`config.mk`:
```
export PLATFORM = sky130hd
export DESIGN_NAME = axil_loader
export DESIGN_NICKNAME = d
export VERILOG_FILES = /design/src/logic/fetch_pkg.sv /design/src/logic/axil_loader.sv
export SDC_FILE = /design/constraint.sdc
export NUM_CORES = 1
export LEC_CHECK = 0
export BUFFER_PORTS_ARGS = -buffer_cell sky130_fd_sc_hd__buf_2
export CORE_AREA = 2 2 55 57
export CTS_CLUSTER_DIAMETER = 80
export DETAILED_ROUTE_END_ITERATION = 7
export DIE_AREA = 0 0 57 59
export PLACE_DENSITY = 0.85
export SLEW_MARGIN = 20
export SYNTH_ARGS = -nofsm -noshare
export SYNTH_HDL_FRONTEND = slang
export SYNTH_SLANG_ARGS = --single-unit
```
`constraint.sdc`:
```
create_clock -name clock -period 2 [get_ports clock]
set_input_delay 0.1 -clock clock [delete_from_list [all_inputs] [get_ports clock]]
set_output_delay 0.1 -clock clock [all_outputs]
set_load 0.02 [all_outputs]
```
`src/logic/fetch_pkg.sv`:
```
`default_nettype none

package fetch_pkg;

    // Address and instruction word width
    localparam int xlen = 32;

    // Byte distance between consecutive instruction pairs
    localparam logic [xlen-1:0] pair_step = 8;

    // Controller states
    typedef enum logic [1:0] {
        idle,
        busy,
        flush
    } fetch_state_t;

    // Next-PC source, listed in priority order
    typedef enum logic [2:0] {
        cause_none,
        cause_trap,
        cause_mret,
        cause_miss,
        cause_taken
    } redirect_cause_t;

endpackage

`default_nettype wire

```
`src/logic/axil_loader.sv`:
```
`default_nettype none
`timescale 1ns/1ps

module axil_loader import fetch_pkg::*; #(
    parameter int bank_words = 256
) (
    input  logic              clock,
    input  logic              reset,
    input  logic              awvalid,
    output logic              awready,
    input  logic [xlen-1:0]   awaddr,
    input  logic              wvalid,
    output logic              wready,
    input  logic [xlen-1:0]   wdata,
    input  logic [xlen/8-1:0] wstrb,
    output logic              bvalid,
    input  logic              bready,
    output logic [1:0]        bresp,
    output logic              bank0_wr_en,
    output logic              bank1_wr_en,
    output logic [xlen-1:0]   wr_index,
    output logic [xlen-1:0]   wr_data
);

    localparam logic [1:0] resp_okay   = 2'b00;
    localparam logic [1:0] resp_slverr = 2'b10;

    logic accept;
    logic in_range;
    logic full_word;

    // Bit 2 picks the bank, the bits above index the word
    assign wr_index  = awaddr >> 3;
    assign wr_data   = wdata;
    assign in_range  = (wr_index < bank_words);
    // Only full-word strobes update a bank
    assign full_word = &wstrb;

    assign bank0_wr_en = accept && in_range && full_word && !awaddr[2];
    assign bank1_wr_en = accept && in_range && full_word && awaddr[2];

    assign awready = accept;
    assign wready  = accept;

    always_ff @(posedge clock) begin
        if (reset == 1'b0) begin
            accept <= 1'b0;
            bvalid <= 1'b0;
        end else begin
            accept <= awvalid && wvalid && !accept && !bvalid;
            if (accept) begin
                bvalid <= 1'b1;
            end else if (bready) begin
                bvalid <= 1'b0;
            end
        end
    end

    always_ff @(posedge clock) begin
        if (accept) begin
            bresp <= in_range ? resp_okay : resp_slverr;
        end
    end

    assert property (@(posedge clock) disable iff (reset == 1'b0)
        (bvalid && !bready) |=> bvalid);

endmodule

`default_nettype wire

```
==> summary.md, run 1 <==
| Metric | Value |
|---|---|
| Die H | 59 µm |
| Filler cell count | 312 |
| Combinational share of power | between 30% and 40% |
| Critical Path Fanout Max | 3 |
| Commonest non-fill, non-tap cell in the layout | buf_2 |
| Worst R2R Setup Slack | around 1.3 ns |
| Slew Viols, Final | 0 |
| H-tree depth | 1 |
| Post-synth top area share | 72.0% |
| Multiplexer share of the synthesized area | 0% |
| CTS root buf | clkbuf_4 |
| Combinational family with the most area after synthesis | buffers and inverters |
| Vias in the first global route | around 420 |
| Port Buffers | 57 |
| Cts bufs inserted | 3 |
| Clk buf depth | 2 |
| CTS tree | built |
| Setup TNS | 0 ns |
| Crit path DAT | roughly 1.5 ns |
| Synth Area in Compound Gates | between 1 and 1.5% |
| Tmin final | approximately 1.6 ns |
| Maximum VDD drop | 0.331 mV |
| Pleak | between 0.3 and 0.4 nW |
| Number of remaining DRC errors | 0 |
| # resized after CTS | 0 |
| Total GRT Usage | 7.14% |
| CP required | ~1.9 ns |
| Psw | 0.0982 mW |
| Adder-cell share of the synthesized area | 0% |
| Internal power | 0.181 mW |
| Area after DPL | ~530 µm² |
| Final ANT Viol Nets | 0 |
| Post-Syn Area | a little under 700 µm² |
| Period Utilization, post-route | 78.1% |
| Layout cells sized above 1 | roughly 72% |
| Largest net degree at the start of global routing | 7 |
| Drt initial violations | 3 |
| Rows | 19 |
| Leading cell types by total area after synthesis | buf_4 72%, dfxtp_1 5.8%, edfxtp_1 4.4% |
| DIE AREA | around 3400 µm² |
| Hold crit path type | in2reg |
| Num ports | roughly 140 |
| Maxcap violations | 0 |
| Yosys cell types | 16 |
| Final Skew | around 0.002 ns |
| Max Freq | around 640 MHz |
| Worst setup SP type | input port |
| Routed vias | approximately 480 |
| Register area share after synthesis | between 10 and 15% |
| Hold Slack | around 0.083 ns |
| Drt wl/cell | 11.2 µm |
| Post-CTS setup buffer count | 0 |
| Final wirelength | roughly 1.3 mm |
| Antenna violations before repair | 0 |
| Largest area contributor in the netlist | buf_4 |
| Seq cells post-synth | 3 |
| Clk sinks | 3 |
| Congestion Overflow GR | 0 |
| RSZ-0062 raised after global routing | false |
| Post-route core utilization | about a fifth |
| Vias per cell | 4.09 |
| Post-synthesis simple-gate area fraction | roughly 16% |
| Die W | approximately 57 µm |
| Routability-driven placement congestion ratio | about 0.64 |
| Antenna Cells | 0 |
| Clk Latency, worst-skew pair | roughly 0.23 ns |
| Clk slew on worst S/H paths | about 0.040 ns |
| Flop pwr share | a little under a quarter |
| Sw Ratio | 35.1% |
| Initial core utilization | roughly 25% |
| Final Instance Area | ~550 µm² |
| Pwr per Cell Area | 504 nW/µm² |
| Layout Nets | 160 |
| Total core area | approximately 2700 µm² |
| Iteration count of the initial detailed-routing pass | 2 |
| Mapped Cells | about 90 |
| Critical path capture point type | output port |
| Mapped Avg Cell Area | around 7.8 µm² |
| Clock power share | 38.6% |
| Yosys Warn Count | 0 |
| Hold Violations, Final | 0 |
| CP Class | in2out |
| # hold bufs at CTS | 0 |
| First-pass GRT wire length | between 1.5 and 2 mm |
| Most frequent cells in the layout | 57 x buf_2, 4 x nor4_1, 4 x conb_1, 3 x clkbuf_4 |
| Synth Area in XOR/XNOR | 0% |
| Final setup violating endpoints | 0 |
| P&R area growth vs syn | -19.5% |
| Outcome | finished, final reports clean |
==> layout make-up <==
type | instances | area (µm²) | share of cell area, %
well taps | 31 | 38.8 | 7.00
repair buffers | 57 | 285 | 51.5
multi-input cells | 22 | 134 | 24.2
clock buffers | 4 | 26.3 | 4.74
flip-flops and latches | 3 | 70.1 | 12.6
==> kinds of logic after synthesis <==
| family | after synthesis |
|---|---|
| AOI/OAI and AO/OA | 1 |
| buffers and inverters | 66 |
| DFF | 3 |
| other | 1 |
| and+or+nand+nor | 17 |
==> power groups by stage <==
stage          Sequential [mW]  Clock [mW]  Combinational, mW
2_1_floorplan           0.0706           0              0.199
3_3_place_gp            0.0679           0              0.104
3_5_place_dp            0.0680           0              0.105
4_1_cts                 0.0670       0.114              0.105
5_1_grt                 0.0673       0.123              0.112
6_report                0.0671       0.108              0.105
==> Yosys cell counts <==
library cell and n:
o21a_1 1, and4_1 1, nand2_1 2, conb_1 1, nor4_1 4, nor3_1 1, buf_4 66, dfxtp_1 2
or4_4 1, nor3_2 1, nand4b_1 1, nor2b_1 1, nand4_1 1, nor2_1 2, or4_1 2, edfxtp_1 1
==> state kept, by name, summed over array words and instances (netlist names) <==
name,flops
bvalid,1
awready,1
bresp,1
==> routing by layer <==
| layer | global-route usage (%) | part of all wire, % |
|---|---|---|
| met1 | 6.91 | 33 |
| met4 | 5.65 | 3.3 |
| met5 | 0 | 0 |
| met2 | 10.0 | 45 |
| met3 | 5.68 | 19 |
==> critical path, stage by stage <==
cell,delay (ns)
buf_2,0.10
or4_4,0.55
or4_1,0.43
nor3_2,0.10
buf_2,0.18
==> stage by stage <==
stage | instances | total power [mW] | setup slack, ns
after floorplan | 91 | 0.269 | 0.552
after global placement | 113 | 0.172 | 0.429
after detailed placement | 113 | 0.173 | 0.423
after CTS | 117 | 0.287 | 0.424
after global routing | 117 | 0.302 | 0.384
final | 117 | 0.280 | 0.438
==> final timing paths <==
path,startpoint,endpoint,depth (start not counted)
max,awaddr[26],bank0_wr_en,5
min,reset,bvalid$_SDFFE_PN0P_,2
max reg2reg,awready$_SDFF_PN0_,bresp[1]$_DFFE_PP_,0
min reg2reg,bvalid$_SDFFE_PN0P_,awready$_SDFF_PN0_,1
(Power assumes the default switching activity.)
==> inputs of run 2 (changes only) <==
- CORE_AREA: 2 2 55 57 -> not set
- CORE_UTILIZATION: not set -> 22
- DIE_AREA: 0 0 57 59 -> not set
- PLACE_DENSITY: 0.85 -> 0.79
- clock period: 2 -> 1.4 ns (I/O delays scaled with it)
==> run 2 against run 1 <==
Compared with the run above:
- core utilization rose by 1.5 points
- routed wire length is 0.38% higher
- worst setup slack worse by 0.48 ns
- register-to-register slack worse by 0.60 ns
- global-route usage is 0.89 points higher
- clock power increased by 44%
- sequential share of layout area shrank 1.4 points
- power is 49% higher
- final cell count rose by 2.6%
- via count rose by 5.8%
- the flow now finishes with violations (design-rule violations, negative setup slack)
- critical path depth did not move
==> summary.md, run 2 (synthesis gave the netlist of run 1 again) <==
| Metric | Value |
|---|---|
| Outcome | finished, violations left |
| Hold Slack | 0.0538 ns |
| Maximum VDD drop | 0.187 mV |
| Sequential cell area | 70.1 µm² |
| CTS root buf | clkbuf_4 |
| Critical Path Fanout Max | 2 |
| Drt initial violations | 21 |
| Worst setup SP type | input port |
| DIE AREA | roughly 3400 µm² |
| Maxcap violations | 0 |
| Worst Reg-to-Reg Cells | 0 |
| Pleak | 0.331 nW |
| Layout cells sized above 1 | about three quarters |
| Clk slew on worst S/H paths | approximately 0.04 ns |
| P&R area growth vs syn | -9.09% |
| Setup TNS | -0.0430 ns |
| Post-route core utilization | 21.9% |
| Worst R2R Setup Slack | a little under 0.7 ns |
| Routability-driven placement congestion ratio | approximately 0.61 |
| Hold crit path type | in2reg |
| Final Skew | 0.00110 ns |
| Initial core utilization | 24.1% |
| Congestion Overflow GR | 0 |
| Max Freq | 693 MHz |
| Layout Nets | approximately 160 |
| Period Utilization, post-route | 103% |
| Antenna Cells | 0 |
| Critical path capture point type | output port |
| Setup WS post-layout | -0.0430 ns |
| Total core area | around 2900 µm² |
| CP Class | in2out |
| Port Buffers | 57 |
| Die H | roughly 58 µm |
| CP required | between 1 and 1.5 ns |
| Largest net degree at the start of global routing | 7 |
| Crit path to | bank0_wr_en |
| Hold Violations, Final | 0 |
| Vias per cell | approximately 4.2 |
| RSZ-0062 raised after global routing | true |
| Total GRT Usage | under 10% |
| Commonest non-fill, non-tap cell in the layout | buf_2 |
| H-tree depth | 1 |
| Antenna violations before repair | 0 |
| Most frequent cells in the layout | 54 x buf_2, 4 x conb_1, 4 x buf_4, 3 x clkbuf_4 |
| Routed vias | around 510 |
| Number of remaining DRC errors | 7 |
| Filler cell count | 320 |
| Post-route non-filler standard cell count | 120 |
| R2r startpoint | awready$_SDFF_PN0_ |
| Final wirelength | ~1.3 mm |
| Drt wl/cell | about 11 µm |
| Worst Setup SP | awaddr[26] |
| # hold bufs at CTS | 0 |
| Clk buf depth | 2 |
| CTS tree | built |
| Num ports | roughly 140 |
| Final setup violating endpoints | 1 |
| Slew Viols, Final | 0 |
| Pwr per Cell Area | 667 nW/µm² |
| Rows | 19 |
| Worst flop-to-flop path endpoint | bresp[1]$_DFFE_PP_ |
| Detail Placement HPWL | about 1.1 mm |
| Die W | just under 60 µm |
| Tmin final | about 1.4 ns |
| Vias in the first global route | 460 |
| Cts bufs inserted | 3 |
| Final ANT Viol Nets | 0 |
| Clk sinks | 3 |
| # placed instances | ~120 |
| Clk Latency, worst-skew pair | around 0.24 ns |
| Multi-input logic area | between 150 and 200 µm² |
| Iteration count of the initial detailed-routing pass | 8 |
| First-pass GRT wire length | 1.96 mm |
| Crit path DAT | approximately 1.4 ns |
| Failing checks | design-rule violations, negative setup slack |
-- run 2: cell types whose count changed in the layout (fill, tap and decap cells not counted) --
cell and change:
buf_2 -3, buf_4 +4, buf_6 +2, nor4_1 -2, nor4_4 +2, or4_1 -1
or4_4 +1
-- run 2: layer usage --
layer | up-vias | GRT usage [%] | part of all wire (%)
met1 | 228 | 6.90 | 31
met5 | - | 0 | 0
met2 | 57 | 13.0 | 50
li1 | 220 | - | -
met4 | 0 | 5.10 | 0.76
met3 | 2 | 6.25 | 18
-- run 2: through the flow --
step	cell area [µm²]	power (mW)	setup WS [ns]
floorplan	699	0.385	0.0125
global placement	543	0.248	-0.122
detailed placement	543	0.250	-0.120
CTS	617	0.422	-0.0393
global route	626	0.456	-0.0866
finish	626	0.417	-0.0430
-- run 2: area by class of cell --
| type | count | share of cell area (%) |
|---|---|---|
| Clock buffer | 4 | 4.20 |
| Multi-Input combinational cell | 22 | 26.8 |
| Sequential cell | 3 | 11.2 |
| Tap cell | 31 | 6.20 |
| Timing Repair Buffer | 60 | 51.6 |
-- run 2: how the worst min path moves through the flow --
stage               slack, ns  startpoint  cells past startpoint                   to
floorplan                0.19       reset                      1  bvalid$_SDFFE_PN0P_
global placement         0.14   wdata[11]                      0          wr_data[11]
detailed placement       0.14   wdata[11]                      0          wr_data[11]
CTS                      0.04       reset                      2  bvalid$_SDFFE_PN0P_
global route             0.05       reset                      2  bvalid$_SDFFE_PN0P_
finish                   0.05       reset                      2  bvalid$_SDFFE_PN0P_
-- run 2: worst max-delay path: stages --
cell and delay (ns):
buf_6 0.09, or4_4 0.53, or4_4 0.42, nor3_2 0.10, buf_4 0.15
-- run 2: what timing repair did --
| action | 4_1_cts | 5_1_grt |
|---|---|---|
| pin swaps | 1 | 1 |
| setup endpoints to repair | 2 | 2 |
| gates resized for setup | 7 | 1 |
| setup buffers | 1 | 0 |
-- run 2: report_power, final --
part	leakage (nW)	total, mW	internal, mW	switching, mW
clock	0.0150	0.155	0.107	0.0485
sequential	0.0261	0.0959	0.0934	0.00247
combinational	0.290	0.166	0.0672	0.0986
